`src/fake_sensor_pkg.sv`:
```
// Shared constants and types for the fake camera-sensor I2C target.
// Register addresses are 16 bits wide and arrive high byte first.
// The device address always sits in the low 7 bits of register 0.
// Unmapped reads return READ_MISS_VAL and writes to them are dropped.
package fake_sensor_pkg;

	localparam int REG_ADDR_W = 16; // register pointer width
	localparam int DATA_W     = 8;
	localparam int DEV_ADDR_W = 7;

	localparam logic [REG_ADDR_W-1:0] REG_DEV_ADDR = 16'h0000;
	localparam logic [REG_ADDR_W-1:0] REG_ID_BASE  = 16'h0001;
	localparam logic [REG_ADDR_W-1:0] REG_ID_COUNT = 16'd4;
	localparam logic [DATA_W-1:0]     REG_ID_VAL   = 8'hA0; // first identity value
	localparam logic [REG_ADDR_W-1:0] REG_RW_BASE  = 16'h0005;
	localparam logic [REG_ADDR_W-1:0] REG_RW_COUNT = 16'd8;
	localparam logic [DATA_W-1:0]     REG_RW_RESET = 8'hB0; // reset value of first rw byte

	// fixed registers at the real sensor's addresses
	localparam int SENSOR_REG_COUNT = 10;
	localparam logic [REG_ADDR_W-1:0] SENSOR_REG_ADDR [SENSOR_REG_COUNT] = '{
		16'h3000, 16'h3001, 16'h300E, 16'h300F, 16'h3364,
		16'h3365, 16'h3E18, 16'h3E19, 16'h3E9A, 16'h3E9B
	};
	localparam logic [DATA_W-1:0] SENSOR_REG_VAL [SENSOR_REG_COUNT] = '{
		8'h09, 8'h56, 8'h20, 8'h2E, 8'h06,
		8'hD5, 8'h0F, 8'h2A, 8'h04, 8'hF7
	};

	localparam logic [DATA_W-1:0] READ_MISS_VAL = 8'hFF;

	typedef enum logic [2:0] {IDLE, CTRL, ADDR_HI, ADDR_LO, WRITE, READ, WAIT_STOP} txn_state_e;

	typedef enum logic {DIR_WRITE = 1'b0, DIR_READ = 1'b1} i2c_dir_e;

	typedef struct packed {
		logic              start;     // start or repeated start
		logic              stop;
		logic              scl_fall;
		logic              byte_done; // 8th scl rise
		logic              ack_bit;   // sda at 9th rise
		logic              ack_valid;
		logic [DATA_W-1:0] rx_byte;   // holds until next byte
	} bus_evt_t;

	typedef struct packed {
		logic                  cyc;
		logic                  stb;
		logic                  we;
		logic [REG_ADDR_W-1:0] adr;
		logic [DATA_W-1:0]     dat;
	} wb_req_t;

	typedef struct packed {
		logic              ack;
		logic [DATA_W-1:0] dat;
	} wb_rsp_t;

endpackage

```
`src/fake_sensor_top.sv`:
```
// Fake camera-sensor control port, an I2C target on sys_clk.
// sda_oe_o high means pull SDA low; the line is never driven high,
// so the board or testbench needs a pull-up on SDA.
// DEV_ADDR_RESET is the 7-bit address answered after reset.
`timescale 1ns/1ps
module fake_sensor_top #(
	parameter logic [fake_sensor_pkg::DEV_ADDR_W-1:0] DEV_ADDR_RESET = 7'h10
) (
	input  logic sys_clk,
	input  logic rst_n,
	input  logic scl_i,
	input  logic sda_i,
	output logic sda_oe_o
);

	fake_sensor_pkg::bus_evt_t              bus_evt;
	fake_sensor_pkg::wb_req_t               wb_req;
	fake_sensor_pkg::wb_rsp_t               wb_rsp;
	logic [fake_sensor_pkg::DEV_ADDR_W-1:0] dev_addr; // current target address

	i2c_bus_decode u_decode (
		.sys_clk (sys_clk),
		.rst_n   (rst_n),
		.scl_i   (scl_i),
		.sda_i   (sda_i),
		.evt_o   (bus_evt)
	);

	i2c_txn_execute u_execute (
		.sys_clk    (sys_clk),
		.rst_n      (rst_n),
		.evt_i      (bus_evt),
		.dev_addr_i (dev_addr),
		.wb_req_o   (wb_req),
		.wb_rsp_i   (wb_rsp),
		.sda_oe_o   (sda_oe_o)
	);

	sensor_reg_result #(
		.DEV_ADDR_RESET (DEV_ADDR_RESET)
	) u_result (
		.sys_clk    (sys_clk),
		.rst_n      (rst_n),
		.wb_req_i   (wb_req),
		.wb_rsp_o   (wb_rsp),
		.dev_addr_o (dev_addr)
	);

endmodule

```
`src/i2c_bus_decode.sv`:
```
// I2C bus front end. SCL and SDA are plain inputs sampled on sys_clk.
// Each SCL phase must last at least a dozen sys_clk cycles.
// Events lag the pins by 3 cycles and are single-cycle pulses.
// SDA is sampled once per synchronized SCL rising edge, no filtering.
`timescale 1ns/1ps
module i2c_bus_decode (
	input  logic                      sys_clk,
	input  logic                      rst_n,
	input  logic                      scl_i,
	input  logic                      sda_i,
	output fake_sensor_pkg::bus_evt_t evt_o
);

	localparam int CNT_W = $clog2(fake_sensor_pkg::DATA_W + 1);
	localparam logic [CNT_W-1:0] BIT_ACK  = CNT_W'(fake_sensor_pkg::DATA_W);
	localparam logic [CNT_W-1:0] BIT_LAST = CNT_W'(fake_sensor_pkg::DATA_W - 1);

	logic [2:0] scl_r; // two sync flops plus history
	logic [2:0] sda_r;
	logic       scl_rise;
	logic       scl_fall;
	logic       scl_high;
	logic       bus_start;
	logic       bus_stop;
	logic [CNT_W-1:0] bit_cnt;
	logic [fake_sensor_pkg::DATA_W-1:0] rx_shift;
	logic [fake_sensor_pkg::DATA_W-1:0] rx_byte_q;
	logic       start_q;
	logic       stop_q;
	logic       fall_q;
	logic       done_q;
	logic       ack_bit_q;
	logic       ack_vld_q;

	always_ff @(posedge sys_clk) begin
		if (!rst_n) begin
			scl_r <= '1; // idle bus is high
			sda_r <= '1;
		end else begin
			scl_r <= {scl_r[1:0], scl_i};
			sda_r <= {sda_r[1:0], sda_i};
		end
	end

	assign scl_rise  = scl_r[1] & ~scl_r[2];
	assign scl_fall  = ~scl_r[1] & scl_r[2];
	assign scl_high  = scl_r[1] & scl_r[2]; // stable high
	assign bus_start = scl_high & ~sda_r[1] & sda_r[2];
	assign bus_stop  = scl_high & sda_r[1] & ~sda_r[2];

	// event pulses and the bit counter
	always_ff @(posedge sys_clk) begin
		if (!rst_n) begin
			start_q   <= 1'b0;
			stop_q    <= 1'b0;
			fall_q    <= 1'b0;
			done_q    <= 1'b0;
			ack_vld_q <= 1'b0;
			bit_cnt   <= '0;
		end else begin
			start_q   <= bus_start;
			stop_q    <= bus_stop;
			fall_q    <= scl_fall;
			done_q    <= 1'b0;
			ack_vld_q <= 1'b0;
			if (bus_start || bus_stop) begin
				bit_cnt <= '0;
			end else if (scl_rise) begin
				if (bit_cnt == BIT_ACK) begin
					bit_cnt   <= '0; // ninth bit seen
					ack_vld_q <= 1'b1;
				end else begin
					bit_cnt <= bit_cnt + CNT_W'(1);
					done_q  <= (bit_cnt == BIT_LAST);
				end
			end
		end
	end

	// msb first shift, byte copy held for execute
	always_ff @(posedge sys_clk) begin
		if (scl_rise) begin
			if (bit_cnt == BIT_ACK) begin
				ack_bit_q <= sda_r[1];
			end else begin
				rx_shift <= {rx_shift[fake_sensor_pkg::DATA_W-2:0], sda_r[1]};
			end
			if (bit_cnt == BIT_LAST) begin
				rx_byte_q <= {rx_shift[fake_sensor_pkg::DATA_W-2:0], sda_r[1]};
			end
		end
	end

	always_comb begin
		evt_o.start     = start_q;
		evt_o.stop      = stop_q;
		evt_o.scl_fall  = fall_q;
		evt_o.byte_done = done_q;
		evt_o.ack_bit   = ack_bit_q;
		evt_o.ack_valid = ack_vld_q;
		evt_o.rx_byte   = rx_byte_q;
	end

endmodule

```
`src/i2c_txn_execute.sv`:
```
// Transaction engine of the I2C target.
// Expects a write control byte, two register address bytes high first,
// then data bytes; reads follow a read control byte, usually after Sr.
// sda_oe_o only ever pulls SDA low, set and cleared on SCL falls.
// Register accesses go out as Wishbone classic, one at a time.
// The register pointer steps after every completed access.
`timescale 1ns/1ps
module i2c_txn_execute (
	input  logic                                   sys_clk,
	input  logic                                   rst_n,
	input  fake_sensor_pkg::bus_evt_t              evt_i,
	input  logic [fake_sensor_pkg::DEV_ADDR_W-1:0] dev_addr_i,
	output fake_sensor_pkg::wb_req_t               wb_req_o,
	input  fake_sensor_pkg::wb_rsp_t               wb_rsp_i,
	output logic                                   sda_oe_o
);

	localparam int AW       = fake_sensor_pkg::REG_ADDR_W;
	localparam int DW       = fake_sensor_pkg::DATA_W;
	localparam int TX_IDX_W = $clog2(DW);

	fake_sensor_pkg::txn_state_e state_q;

	logic [AW-1:0]       reg_ptr_q;
	logic                ack_pend_q; // ack this byte on next scl fall
	logic                tx_arm_q;   // start shifting on next scl fall
	logic                tx_on_q;
	logic [TX_IDX_W-1:0] tx_idx_q;   // bit now on the line
	logic [TX_IDX_W-1:0] tx_nxt;
	logic                sda_oe_q;
	logic [DW-1:0]       rd_byte_q;
	logic                wb_cyc_q;
	logic                wb_we_q;
	logic [AW-1:0]       wb_adr_q;
	logic [DW-1:0]       wb_dat_q;
	logic                ctrl_hit;
	logic                ctrl_rd;
	logic                mst_slot;
	logic                rd_issue;
	logic                wr_issue;

	assign ctrl_hit = (evt_i.rx_byte[DW-1:1] == dev_addr_i);
	assign ctrl_rd  = (fake_sensor_pkg::i2c_dir_e'(evt_i.rx_byte[0]) == fake_sensor_pkg::DIR_READ);
	assign tx_nxt   = tx_idx_q - TX_IDX_W'(1);

	// ninth bit of a read byte, answered by the master
	assign mst_slot = (state_q == fake_sensor_pkg::READ) && !tx_on_q && !tx_arm_q && !ack_pend_q;

	assign rd_issue = (evt_i.byte_done && state_q == fake_sensor_pkg::CTRL && ctrl_hit && ctrl_rd)
		|| (mst_slot && evt_i.ack_valid && !evt_i.ack_bit);
	assign wr_issue = evt_i.byte_done && (state_q == fake_sensor_pkg::WRITE);

	always_ff @(posedge sys_clk) begin
		if (!rst_n) begin
			state_q    <= fake_sensor_pkg::IDLE;
			ack_pend_q <= 1'b0;
			tx_arm_q   <= 1'b0;
			tx_on_q    <= 1'b0;
			tx_idx_q   <= '0;
			sda_oe_q   <= 1'b0;
		end else if (evt_i.stop || evt_i.start) begin
			state_q    <= evt_i.stop ? fake_sensor_pkg::IDLE : fake_sensor_pkg::CTRL;
			ack_pend_q <= 1'b0; // release the line
			tx_arm_q   <= 1'b0;
			tx_on_q    <= 1'b0;
			sda_oe_q   <= 1'b0;
		end else begin
			if (evt_i.byte_done) begin
				case (state_q)
					fake_sensor_pkg::CTRL: begin
						if (ctrl_hit) begin
							ack_pend_q <= 1'b1;
							tx_arm_q   <= ctrl_rd; // first data byte after our ack
							state_q    <= ctrl_rd ? fake_sensor_pkg::READ : fake_sensor_pkg::ADDR_HI;
						end else begin
							state_q <= fake_sensor_pkg::WAIT_STOP; // not our address
						end
					end
					fake_sensor_pkg::ADDR_HI: begin
						ack_pend_q <= 1'b1;
						state_q    <= fake_sensor_pkg::ADDR_LO;
					end
					fake_sensor_pkg::ADDR_LO: begin
						ack_pend_q <= 1'b1;
						state_q    <= fake_sensor_pkg::WRITE;
					end
					fake_sensor_pkg::WRITE: ack_pend_q <= 1'b1;
					default: ;
				endcase
			end
			if (mst_slot && evt_i.ack_valid) begin
				if (evt_i.ack_bit) begin
					state_q <= fake_sensor_pkg::WAIT_STOP; // nack ends the read
				end else begin
					tx_arm_q <= 1'b1;
				end
			end
			if (evt_i.scl_fall) begin
				if (ack_pend_q) begin
					ack_pend_q <= 1'b0;
					sda_oe_q   <= 1'b1; // ack low for the ninth bit
				end else if (tx_arm_q) begin
					tx_arm_q <= 1'b0;
					tx_on_q  <= 1'b1;
					tx_idx_q <= '1;
					sda_oe_q <= ~rd_byte_q[DW-1];
				end else if (tx_on_q && tx_idx_q != '0) begin
					tx_idx_q <= tx_nxt;
					sda_oe_q <= ~rd_byte_q[tx_nxt];
				end else begin
					tx_on_q  <= 1'b0;
					sda_oe_q <= 1'b0;
				end
			end
		end
	end

	always_ff @(posedge sys_clk) begin
		if (!rst_n) begin
			reg_ptr_q <= '0;
		end else if (evt_i.byte_done && state_q == fake_sensor_pkg::ADDR_HI) begin
			reg_ptr_q[AW-1 -: DW] <= evt_i.rx_byte;
		end else if (evt_i.byte_done && state_q == fake_sensor_pkg::ADDR_LO) begin
			reg_ptr_q[DW-1:0] <= evt_i.rx_byte;
		end else if (wb_rsp_i.ack) begin
			reg_ptr_q <= reg_ptr_q + AW'(1); // auto increment
		end
	end

	// wishbone master, cyc and stb move together
	always_ff @(posedge sys_clk) begin
		if (!rst_n) begin
			wb_cyc_q <= 1'b0;
		end else if (wb_cyc_q) begin
			if (wb_rsp_i.ack) begin
				wb_cyc_q <= 1'b0;
			end
		end else if (rd_issue || wr_issue) begin
			wb_cyc_q <= 1'b1;
		end
	end

	always_ff @(posedge sys_clk) begin
		if (!wb_cyc_q && (rd_issue || wr_issue)) begin
			wb_we_q  <= wr_issue;
			wb_adr_q <= reg_ptr_q;
			wb_dat_q <= evt_i.rx_byte;
		end
		if (wb_cyc_q && wb_rsp_i.ack && !wb_we_q) begin
			rd_byte_q <= wb_rsp_i.dat;
		end
	end

	always_comb begin
		wb_req_o.cyc = wb_cyc_q;
		wb_req_o.stb = wb_cyc_q;
		wb_req_o.we  = wb_we_q;
		wb_req_o.adr = wb_adr_q;
		wb_req_o.dat = wb_dat_q;
	end

	assign sda_oe_o = sda_oe_q;

endmodule

```
`src/sensor_reg_result.sv`:
```
// Register map of the fake sensor, a Wishbone classic slave.
// Never stalls: ack comes the cycle after stb, for one cycle only.
// Address 0 holds the device address in its low 7 bits.
// Identity and sensor registers are constants; writes to them and to
// unmapped addresses are acknowledged and dropped.
`timescale 1ns/1ps
module sensor_reg_result #(
	parameter logic [fake_sensor_pkg::DEV_ADDR_W-1:0] DEV_ADDR_RESET = 7'h10
) (
	input  logic                                   sys_clk,
	input  logic                                   rst_n,
	input  fake_sensor_pkg::wb_req_t               wb_req_i,
	output fake_sensor_pkg::wb_rsp_t               wb_rsp_o,
	output logic [fake_sensor_pkg::DEV_ADDR_W-1:0] dev_addr_o
);

	localparam int AW       = fake_sensor_pkg::REG_ADDR_W;
	localparam int DW       = fake_sensor_pkg::DATA_W;
	localparam int RW_IDX_W = $clog2(fake_sensor_pkg::REG_RW_COUNT);

	logic [fake_sensor_pkg::DEV_ADDR_W-1:0] dev_addr_q;
	logic [DW-1:0] rw_mem_q [fake_sensor_pkg::REG_RW_COUNT];
	logic          ack_q;
	logic [DW-1:0] rdat_q;
	logic [DW-1:0] rd_val;
	logic [AW-1:0] id_off;
	logic [AW-1:0] rw_off;
	logic          dev_hit;
	logic          id_hit;
	logic          rw_hit;
	logic          access;
	logic          wr_en;

	assign access = wb_req_i.cyc && wb_req_i.stb && !ack_q; // new request this cycle
	assign wr_en  = access && wb_req_i.we;

	always_comb begin
		id_off  = wb_req_i.adr - fake_sensor_pkg::REG_ID_BASE;
		rw_off  = wb_req_i.adr - fake_sensor_pkg::REG_RW_BASE;
		dev_hit = (wb_req_i.adr == fake_sensor_pkg::REG_DEV_ADDR);
		id_hit  = (id_off < fake_sensor_pkg::REG_ID_COUNT); // wraps below base
		rw_hit  = (rw_off < fake_sensor_pkg::REG_RW_COUNT);
		rd_val  = fake_sensor_pkg::READ_MISS_VAL;
		if (dev_hit) begin
			rd_val = {1'b0, dev_addr_q};
		end else if (id_hit) begin
			rd_val = fake_sensor_pkg::REG_ID_VAL + id_off[DW-1:0];
		end else if (rw_hit) begin
			rd_val = rw_mem_q[rw_off[RW_IDX_W-1:0]];
		end else begin
			for (int i = 0; i < fake_sensor_pkg::SENSOR_REG_COUNT; i++) begin
				if (wb_req_i.adr == fake_sensor_pkg::SENSOR_REG_ADDR[i]) begin
					rd_val = fake_sensor_pkg::SENSOR_REG_VAL[i];
				end
			end
		end
	end

	// writable state, reset values are part of the map
	always_ff @(posedge sys_clk) begin
		if (!rst_n) begin
			dev_addr_q <= DEV_ADDR_RESET;
			for (int i = 0; i < fake_sensor_pkg::REG_RW_COUNT; i++) begin
				rw_mem_q[i] <= fake_sensor_pkg::REG_RW_RESET + DW'(i);
			end
		end else if (wr_en) begin
			if (dev_hit) begin
				dev_addr_q <= wb_req_i.dat[fake_sensor_pkg::DEV_ADDR_W-1:0];
			end
			if (rw_hit) begin
				rw_mem_q[rw_off[RW_IDX_W-1:0]] <= wb_req_i.dat;
			end
		end
	end

	always_ff @(posedge sys_clk) begin
		if (!rst_n) begin
			ack_q <= 1'b0;
		end else begin
			ack_q <= access; // one-cycle ack
		end
	end

	always_ff @(posedge sys_clk) begin
		if (access) begin
			rdat_q <= rd_val; // valid with ack
		end
	end

	always_comb begin
		wb_rsp_o.ack = ack_q;
		wb_rsp_o.dat = rdat_q;
	end

	assign dev_addr_o = dev_addr_q;

endmodule

```
`config.mk`:
```
export PLATFORM = sky130hd
export DESIGN_NAME = fake_sensor_top
export DESIGN_NICKNAME = d
export VERILOG_FILES = /design/src/fake_sensor_pkg.sv /design/src/fake_sensor_top.sv /design/src/i2c_bus_decode.sv /design/src/i2c_txn_execute.sv /design/src/sensor_reg_result.sv
export SDC_FILE = /design/constraint.sdc
export NUM_CORES = 1
export LEC_CHECK = 0
export ABC_CLOCK_PERIOD_IN_PS = 5550
export BUFFER_PORTS_ARGS = -buffer_cell sky130_fd_sc_hd__buf_2
export CORE_MARGIN = 4
export CORE_UTILIZATION = 40
export CTS_BUF_LIST = sky130_fd_sc_hd__clkbuf_4 sky130_fd_sc_hd__clkbuf_8
export DETAILED_ROUTE_END_ITERATION = 8
export GPL_TIMING_DRIVEN = 0
export PLACE_DENSITY_LB_ADDON = 0.2
export SLEW_MARGIN = 0
export SYNTH_ARGS = -nofsm -noshare
export SYNTH_HDL_FRONTEND = slang
export SYNTH_SLANG_ARGS = --single-unit
```
`constraint.sdc`:
```
create_clock -name sys_clk -period 5.55 [get_ports sys_clk]
set_input_delay 1.11 -clock sys_clk [delete_from_list [all_inputs] [get_ports sys_clk]]
set_output_delay 1.11 -clock sys_clk [all_outputs]
set_load 0.01 [all_outputs]
```
==> flow_summary.toml, run 1 <==
[grt]
antenna_found_initial = 0
grt-ovfl-total = 0
grt_max_degree = 26
grt_first_pass_wirelength_um = 32970
globalRouteTotalUtil = 0.1783
grt_pass1_vias = 6019

[critical_path]
r2r-start = "u_execute.wb_adr_q[0]"
endpoint_kind = "flop"
critPathKind = "flop to flop"
cp_data_required_time_ns = 5.63
worstPathCellList = "buf_2 > buf_2 > inv_1 > ha_1 > buf_2 > xor2_1 > or3_1 > a2111o_1 > nor4_2 > buf_4 > nand3_4 > clkbuf_1 > o21ai_0"
critPathMaxStageDelay_ns = 0.97
r2r_setup_slack_ns = 0.51
rr_worst_depth = 13
cpMostUsedCell = "buf_2"
crit_start = "u_execute.wb_adr_q[0]"
critPathMaxFanout = 10
worstSetupStartpointType = "flop"
rr_endpoint = "u_result.rw_mem_q[5][4]"
critPathSlowestCell = "o21ai_0"
cp.arrival_ns = 5.13

[power_and_ir_drop]
switching_share = 0.2253
p_leak_nw = 3.029
worst_ir_drop_vdd_uv = 148.1
combPwrFrac = 0.016
intPower_mw = 1.811
power_switching_mw = 0.5268
clkPwrFrac = 0.396
p_seq_frac = 0.588
p_total_mw = 2.338
cellPowerDensity_nw_per_um2 = 257.8

[finish]
finalInstanceArea_sq_um = 9069
nets = 801
area_growth_pct = 9.420
fill_cells = 1906
stdcell_count = 1070
num_antenna_cells = 0
regArea_sq_um = 4634
utilization = 0.4467
multi_input_area_sq_um = 3423
drive_gt1_frac = 0.09625

[timing]
rsz0062_at_grt = "false"
max_freq_ghz = 0.1982
finalCritPeriodShare = 0.9089
slew_viol_final = 0
setup_viol = 0
worst_pin_slew_ns = 1.276
holdWs_ns = 0.4201
fin_skew_ns = 0.01407
fin_crit_ns = 5.045
max-slew-margin-rel = 0.1429
fin_tns_setup_ns = 0
hold_viol_final = 0
worst_slack_ns = 0.5053

[routing]
wirelength_um = 20750
num_vias = 6183
first_pass_iters = 5
drc = 0
post_drt_wl_per_cell_um = 19.39
drt-initial-drc-count = 645
viasPerCell = 5.779
ant_nets = 0

[outcome]
status = "finished, final reports clean"

[run]
drv_cap = 0

[die]
die_h_um = 151.9
dieArea_sq_um = 23090
core-area_sq_um = 20300
die_width_um = 151.9
rows = 52
initial_utilization = 0.4083
boundaryPins = 5

[clocking]
clk_path_buf_depth = 2
insertion_delay_ns = 0.47
cts_buffers = 17
clkTransAtPathRegs_ns = 0.09
clock_sinks = 171
hold_buffers = 0
cts_root_buf = "clkbuf_8"
cts_tree = "yes"
htree_levels = 4

[placement]
dpl_cell_area_sq_um = 8661
dp_slack_ns = 0.3255
post-place-cells = 1038
gp_congestion = 0.8723
port_buffers = 4
dpl.hpwl_um = 14860

[synth]
synth_nets = 778
yosysSeqAreaShare = 0.5592
syn-cell-area_sq_um = 8288
syn_avg_cell_area_sq_um = 10.85
syn_inst = 764
synth_seq_cells = 171
synth_edf_count = 121
ys.flop_type = "edfxtp_1"
ys_async_sr_fraction = 0
synthDistinctLibCells = 69
yosysWarningCount = 0

[worst_hold_path]
holdCritPathClass = "flop to flop"
worstHoldEndpoint = "u_decode.sda_r[1]"
hold-path-cell-count = 1
hold_start = "u_decode.sda_r[0]"
power groups by stage:
stage | Clock (mW) | Sequential [mW] | Combinational [mW]
detailed placement | 0 | 1.41 | 0.0370
floorplan | 0 | 1.40 | 0.0245
CTS | 0.934 | 1.38 | 0.0371
global placement | 0 | 1.40 | 0.0363
finish | 0.926 | 1.38 | 0.0367
global route | 0.994 | 1.38 | 0.0403
worst max-delay path by stage:
stage	endpoint
6_report	u_result.rw_mem_q[5][4]
3_5_place_dp	u_result.rw_mem_q[4][4]
5_1_grt	u_result.rw_mem_q[5][1]
3_3_place_gp	u_result.rw_mem_q[4][1]
2_1_floorplan	u_result.rw_mem_q[4][0]
4_1_cts	u_result.rw_mem_q[4][5]
per-layer routing:
metal  global-route usage  share of wire  vias up
li1                     -              -     2887
met1               0.2460           0.45     3017
met2               0.2820           0.46      234
met3              0.03328          0.059       45
met4              0.06550          0.026        0
met5                    0              0        -
cells by family (layout without fill, tap and decap cells):
family,count (synthesis),in the layout,synth area share
adders and majority gates,10,10,0.01510
xor gates and xnor gates,20,20,0.02114
DFF,171,171,0.5592
buffers and inverters,62,98,0.02959
AOI/OAI and AO/OA,138,138,0.1101
and+or+nand+nor,337,337,0.2148
muxes,26,26,0.05012
sequential cells by signal (all words and copies together), names as in the netlist, 3 cells and up:
name and flops:
u_decode.bit_cnt 4, u_decode.rx_byte_q 8, u_decode.rx_shift 7, u_decode.scl_r 3, u_decode.sda_r 3, u_execute.rd_byte_q 8
u_execute.reg_ptr_q 16, u_execute.state_q 3, u_execute.tx_idx_q 3, u_execute.wb_adr_q 16, u_execute.wb_dat_q 8, u_result.dev_addr_o 7
u_result.rdat_q 8, u_result.rw_mem_q 64
layout make-up:
type	count	area share
Buffer	43	0.01918
Inverter	19	0.007864
Sequential cell	171	0.5110
Multi-Input combinational cell	531	0.3775
Tap cell	270	0.03725
Clock inverter	13	0.01683
Clock buffer	19	0.02815
Timing Repair Buffer	4	0.002208
cell usage in the layout, fill, tap and decap left out, types with 5 or more instances in the layout:
| cell | netlist | layout |
|---|---|---|
| a21boi_0 | 5 | 5 |
| a21oi_1 | 39 | 39 |
| a31oi_1 | 11 | 10 |
| and2_1 | 12 | 12 |
| and3_1 | 12 | 12 |
| buf_2 | 7 | 11 |
| clkbuf_1 | 34 | 34 |
| clkbuf_8 | 0 | 18 |
| dfxtp_1 | 50 | 50 |
| edfxtp_1 | 121 | 121 |
| ha_1 | 10 | 10 |
| inv_1 | 16 | 16 |
| mux2i_1 | 10 | 10 |
| mux4_2 | 12 | 12 |
| nand2_1 | 73 | 73 |
| nand2b_1 | 24 | 24 |
| nand3_1 | 26 | 26 |
| nand4_1 | 5 | 5 |
| nor2_1 | 63 | 63 |
| nor2b_1 | 14 | 14 |
| nor3_1 | 36 | 36 |
| nor3b_1 | 9 | 9 |
| nor4_1 | 12 | 12 |
| o21ai_0 | 33 | 31 |
| o221a_2 | 8 | 8 |
| or2_1 | 6 | 6 |
| or3_1 | 21 | 21 |
| xnor2_1 | 8 | 8 |
| xor2_1 | 12 | 12 |
synthesized netlist by cell type, drive strengths merged, types with 13 or more instances:
cell type | count | area, sq um
dfxtp | 50 | 1001
nor2b | 14 | 87.58
nor3 | 39 | 210.2
clkbuf | 34 | 127.6
nor4 | 13 | 87.58
nand3 | 27 | 147.6
nand2b | 24 | 150.1
nand2 | 73 | 274.0
edfxtp | 121 | 3633
nor2 | 63 | 236.5
o21ai | 35 | 175.2
or3 | 21 | 131.4
a21oi | 39 | 195.2
inv | 16 | 60.06
critical path, delay by kind of cell (launching register included):
| family | cells | cell delay, ns |
|---|---|---|
| fa+ha+maj | 1 | 0.26 |
| simple gates | 3 | 0.87 |
| buf+inv | 6 | 1.62 |
| flops | 1 | 0.39 |
| compound gates | 2 | 1.35 |
| xor+xnor | 1 | 0.16 |
timing repair:
item	CTS	global route
buffers inserted	0	0
endpoints found under the setup margin	0	8
gates resized for setup	0	1
Power figures use the tool's default switching activity.
==> run 2, diff against run 1 <==
--- a/config.mk
+++ b/config.mk
@@ -5,6 +5,7 @@
 export SDC_FILE = /design/constraint.sdc
 export NUM_CORES = 1
 export LEC_CHECK = 0
+export ABC_AREA = 1
 export ABC_CLOCK_PERIOD_IN_PS = 5550
 export BUFFER_PORTS_ARGS = -buffer_cell sky130_fd_sc_hd__buf_2
 export CORE_MARGIN = 4
==> run 2 against run 1 <==
Final area rose by 2.7%; sequential share of layout area fell by 1.3 points; final cell count rose by 25%; synthesized cell count rose by 35%; total power rose by 3.2%; combinational power rose by 16%; largest cell class unchanged.
==> flow_summary.toml, run 2 <==
[grt]
grt_first_pass_wirelength_um = 33790
grt-ovfl-total = 0
grt_pass1_vias = 6423
antenna_found_initial = 0
grt_max_degree = 26
globalRouteTotalUtil = 0.1819

[synth]
yosys.area.top_type_share = 0.4281
synth-simple-area-share = 0.2609
synth_area_leaders = "edfxtp_1, nand2_1, dfxtp_1, nor2_1, a21oi_1"
synth_nets = 1044
synth_adder_area_share = 0.01474
synth_area_leader_cell = "edfxtp_1"
ys_async_sr_fraction = 0
synthTopCellsByCount = "nand2_1, nor2_1, edfxtp_1"
ys.flop_type = "edfxtp_1"
yosysSeqAreaShare = 0.5461
synth_edf_count = 121
synth_top_family_by_area = "simple AND/OR/NAND/NOR gates"
synthDistinctLibCells = 35
synth_seq_cells = 171
yosysWarningCount = 0
syn_avg_cell_area_sq_um = 8.240
syn-cell-area_sq_um = 8487
synthMuxAreaShare = 0
syn_inst = 1030
synth_compound_area_frac = 0.09730
synth_xor_xnor_area_share = 0.01961
yosysMostFrequentCell = "nand2_1"

[power_and_ir_drop]
switching_share = 0.2263
p_leak_nw = 3.654
p_seq_frac = 0.576
clkPwrFrac = 0.406
p_total_mw = 2.413
combPwrFrac = 0.018
cellPowerDensity_nw_per_um2 = 259.2
worst_ir_drop_vdd_uv = 179.3
intPower_mw = 1.867
power_switching_mw = 0.5462

[timing]
max-slew-margin-rel = 0.2417
setup_viol = 0
hold_viol_final = 0
slew_viol_final = 0
fin_crit_ns = 5.118
fin_tns_setup_ns = 0
holdWs_ns = 0.4214
worst_pin_slew_ns = 1.129
max_freq_ghz = 0.1954
fin_skew_ns = 0.01435
finalCritPeriodShare = 0.9221
rsz0062_at_grt = "false"

[finish]
layout_commonest_cell = "nand2_1"
stdcell_count = 1340
num_antenna_cells = 0
finalInstanceArea_sq_um = 9310
area_growth_pct = 9.701
fill_cells = 2117
layout_common_cells = "nand2_1, nor2_1, edfxtp_1"
largest_reg_flops = 64
multi_input_area_sq_um = 3332
regArea_sq_um = 4634
nets = 1066
drive_gt1_frac = 0.05070
reg.largest.list = "u_result.rw_mem_q (64), u_execute.reg_ptr_q (16), u_execute.wb_adr_q (16)"
regMostFlops = "u_result.rw_mem_q"

[die]
core-area_sq_um = 20960
initial_utilization = 0.4050
die_width_um = 153.7
die_h_um = 153.7
boundaryPins = 5
rows = 53
dieArea_sq_um = 23610

[run]
drv_cap = 0

[critical_path]
rr_endpoint = "u_result.rw_mem_q[0][1]"
worstSetupStartpointType = "flop"
r2r-start = "u_execute.wb_adr_q[0]"
endpoint_kind = "flop"
cp.arrival_ns = 5.25
cp_data_required_time_ns = 5.68
r2r_setup_slack_ns = 0.43
critPathKind = "flop to flop"
critPathMaxFanout = 11
rr_worst_depth = 17

[routing]
post_drt_wl_per_cell_um = 15.63
num_vias = 6861
drc = 0
ant_nets = 0
wirelength_um = 20940
first_pass_iters = 6
drt-initial-drc-count = 603
viasPerCell = 5.120

[outcome]
status = "finished, final reports clean"

[placement]
port_buffers = 3
dpl.hpwl_um = 15210
gp_congestion = 0.8721
post-place-cells = 1308
dpl_cell_area_sq_um = 8846

[clocking]
cts_root_buf = "clkbuf_8"
clkTransAtPathRegs_ns = 0.11
cts_tree = "yes"
ctsResizeCount = 0
insertion_delay_ns = 0.47
clock_sinks = 171
hold_buffers = 0
cts_buffers = 17
htree_levels = 4
clk_path_buf_depth = 2
cts_setup_buffers = 0

[worst_hold_path]
hold-path-cell-count = 1
holdCritPathClass = "flop to flop"
hold_start = "u_decode.sda_r[0]"
worstHoldEndpoint = "u_decode.sda_r[1]"
## run 2: how the worst max path moves through the flow
stage                           from                 endpoint  slack, ns
5_1_grt        u_execute.wb_adr_q[0]  u_result.rw_mem_q[0][1]       0.03
4_1_cts        u_execute.wb_adr_q[0]  u_result.rw_mem_q[0][6]       0.46
2_1_floorplan  u_execute.wb_adr_q[0]  u_result.rw_mem_q[0][0]       2.01
6_report       u_execute.wb_adr_q[0]  u_result.rw_mem_q[0][1]       0.43
3_5_place_dp   u_execute.wb_adr_q[0]  u_result.rw_mem_q[0][4]       0.48
3_3_place_gp   u_execute.wb_adr_q[0]  u_result.rw_mem_q[0][5]       0.50
## run 2: per-stage QoR
| step | setup WS, ns | utilization |
|---|---|---|
| 2_1_floorplan | 2.008 | - |
| 3_3_place_gp | 0.4966 | 0.4221 |
| 3_5_place_dp | 0.4771 | 0.4221 |
| 4_1_cts | 0.4629 | 0.4443 |
| 5_1_grt | 0.03420 | 0.4443 |
| 6_report | 0.4322 | 0.4443 |
## run 2: kinds of logic (layout without fill, tap and decap cells)
group,after synthesis,after routing
simple gates,538,538
flops,171,171
compound gates,154,154
buf+inv,138,173
xor+xnor,19,19
fa+ha+maj,10,10
## run 2: critical path, stage by stage, from the launching register on
cell      delay (ns)
edfxtp_1        0.50
clkbuf_1        0.30
inv_1           0.26
clkbuf_1        0.45
clkbuf_1        0.59
ha_1            0.36
inv_1           0.12
nand2_1         0.10
inv_1           0.07
nor2_2          0.24
nand2_1         0.08
nand2_1         0.06
nand3_1         0.07
nor2_1          0.29
nand3_2         0.28
nor3_4          0.38
nand2_1         0.27
nand2_1         0.36
## run 2: final cells by class
cell class / instances / share of cell area
tap: 275 / 0.03696
multi-input combinational: 721 / 0.3579
clock inverter: 15 / 0.02473
clock buffer: 17 / 0.02513
inverter: 112 / 0.04516
buffer: 26 / 0.01075
timing repair buffer: 3 / 0.001613
sequential: 171 / 0.4978
## run 2: per-layer routing
layer	vias to the layer above	GRT usage	wire length, um
met3	29	0.03265	967
met4	0	0.05677	370
met1	3244	0.2587	9930
met5	-	0	0
met2	142	0.2843	9675
li1	3446	-	-
## run 2: power by group through the flow
stage	clock network (mW)	logic (mW)	registers, mW
2_1_floorplan	0	0.0302	1.42
3_3_place_gp	0	0.0424	1.42
3_5_place_dp	0	0.0428	1.42
4_1_cts	1.00	0.0430	1.39
5_1_grt	1.05	0.0488	1.39
6_report	0.980	0.0424	1.39
==> run 3, diff against run 2 <==
--- a/config.mk
+++ b/config.mk
@@ -9,10 +9,12 @@
 export ABC_CLOCK_PERIOD_IN_PS = 5550
 export BUFFER_PORTS_ARGS = -buffer_cell sky130_fd_sc_hd__buf_2
 export CORE_MARGIN = 4
-export CORE_UTILIZATION = 40
+export CORE_UTILIZATION = 59
 export CTS_BUF_LIST = sky130_fd_sc_hd__clkbuf_4 sky130_fd_sc_hd__clkbuf_8
+export CTS_CLUSTER_SIZE = 40
 export DETAILED_ROUTE_END_ITERATION = 8
 export GPL_TIMING_DRIVEN = 0
+export MAX_ROUTING_LAYER = met4
 export PLACE_DENSITY_LB_ADDON = 0.2
 export SLEW_MARGIN = 0
 export SYNTH_ARGS = -nofsm -noshare
==> run 3 against run 2 <==
Via count up 1.1%; worst hold slack better by 0.0028 ns; sequential power about the same; flip-flop and latch count unchanged; total power down 5.9%.
==> flow_summary.toml, run 3 (synthesized netlist as in run 2, its figures left out) <==
[die]
die_width_um = 127.9
core-area_sq_um = 13990
initial_utilization = 0.6067
rows = 43
dieArea_sq_um = 16370
boundaryPins = 5
die_h_um = 127.9

[power_and_ir_drop]
combPwrFrac = 0.019
intPower_mw = 1.774
cellPowerDensity_nw_per_um2 = 249.6
p_seq_frac = 0.612
clkPwrFrac = 0.369
p_total_mw = 2.272
p_leak_nw = 3.606
switching_share = 0.2191
power_switching_mw = 0.4977
worst_ir_drop_vdd_uv = 196.0

[clocking]
cts_buffers = 17
cts_setup_buffers = 0
cts_tree = "yes"
htree_levels = 4
clkTransAtPathRegs_ns = 0.09
cts_root_buf = "clkbuf_8"
clock_sinks = 171
insertion_delay_ns = 0.46
hold_buffers = 0
clk_path_buf_depth = 2
ctsResizeCount = 0

[critical_path]
worstPathCellList = "clkbuf_1 > inv_1 > clkbuf_1 > clkbuf_1 > ha_1 > inv_1 > nand2_1 > inv_1 > nor2_2 > nand2_1 > nand2_1 > nand3_1 > nor2_1 > nand3_2 > nor3_4 > nand2_1 > nand2_1"
endpoint_kind = "flop"
cpMostUsedCell = "nand2_1"
critPathMaxFanout = 11
cp.arrival_ns = 5.02
cp_data_required_time_ns = 5.67
critPathSlowestCell = "clkbuf_1"
critPathKind = "flop to flop"
critPathMaxStageDelay_ns = 0.54
worstSetupStartpointType = "flop"

[finish]
drive_gt1_frac = 0.04883
layout_common_cells = "nand2_1, nor2_1, edfxtp_1"
largest_reg_flops = 64
num_antenna_cells = 0
finalInstanceArea_sq_um = 9101
stdcell_count = 1245
reg.largest.list = "u_result.rw_mem_q (64), u_execute.reg_ptr_q (16), u_execute.wb_adr_q (16)"
utilization = 0.6506
regMostFlops = "u_result.rw_mem_q"
nets = 1066
area_growth_pct = 7.239
layout_commonest_cell = "nand2_1"

[grt]
globalRouteTotalUtil = 0.2542
grt_pass1_vias = 6313
grt_max_degree = 26
grt-ovfl-total = 0
grt_first_pass_wirelength_um = 31180
antenna_found_initial = 0

[placement]
post-place-cells = 1213
dpl_cell_area_sq_um = 8727
dpl.hpwl_um = 14420
dp_slack_ns = 0.8183
gp_congestion = 0.9597
port_buffers = 3

[timing]
max-slew-margin-rel = 0.2599
holdWs_ns = 0.4242
fin_crit_ns = 4.900
worst_slack_ns = 0.6505
fin_skew_ns = 0.01312
rsz0062_at_grt = "false"
slew_viol_final = 0
finalCritPeriodShare = 0.8828
fin_tns_setup_ns = 0
setup_viol = 0
worst_pin_slew_ns = 1.102
hold_viol_final = 0
max_freq_ghz = 0.2041

[routing]
drc = 0
viasPerCell = 5.570
wirelength_um = 19750
first_pass_iters = 5
post_drt_wl_per_cell_um = 15.86
drt-initial-drc-count = 708
num_vias = 6935
ant_nets = 0

[outcome]
status = "finished, final reports clean"

[run]
drv_cap = 0

[worst_hold_path]
holdCritPathClass = "flop to flop"
[run 3: changes by cell type in the layout (fill, tap and decap cells not counted), moves of 2 or more]
cell        delta
clkinv_8       -4
clkinvlp_4     +3
bufinv_16      -2
clkbuf_4       +2
clkinv_1       +2
inv_8          -2
[run 3: path summary, 6_finish.rpt]
kind	startpoint	slack, ns	to	depth (start not counted)
setup reg to reg	u_execute.wb_adr_q[0]	0.65	u_result.rw_mem_q[4][2]	17
setup / recovery	u_execute.wb_adr_q[0]	0.65	u_result.rw_mem_q[4][2]	17
hold reg to reg	u_decode.sda_r[0]	0.42	u_decode.sda_r[1]	1
hold / removal	u_decode.sda_r[0]	0.42	u_decode.sda_r[1]	1
[run 3: area by class of cell]
cell class,count,area (sq um)
timing repair buffer,3,15.01
clock inverter,12,111.4
tap,180,225.2
fill,1183,4887
clock buffer,20,262.8
buffer,26,100.1
multi-input combinational,721,3332
sequential,171,4634
inverter,112,420.4
[run 3: power groups by stage]
stage	clock, mW	sequential, mW	combinational (mW)
after floorplan	0	1.42	0.0302
after global placement	0	1.42	0.0415
after detailed placement	0	1.42	0.0423
after CTS	0.855	1.39	0.0426
after global routing	0.898	1.39	0.0481
final	0.838	1.39	0.0430
[run 3: per-layer routing]
| metal | global-route usage | wire, um | up-vias | share of wire |
|---|---|---|---|---|
| li1 | - | - | 3454 | - |
| met4 | 0.1024 | 580 | 0 | 0.029 |
| met3 | 0.05458 | 1454 | 44 | 0.074 |
| met5 | - | 0 | - | 0 |
| met1 | 0.3408 | 8867 | 3166 | 0.45 |
| met2 | 0.3802 | 8844 | 271 | 0.45 |
[run 3: critical path, delay by kind of cell (launching register included)]
kind                     cells  cell delay, ns
AND/OR/NAND/NOR             10            2.12
flip-flops                   1            0.44
buffers and inverters        6            1.65
adder cells (fa/ha/maj)      1            0.37
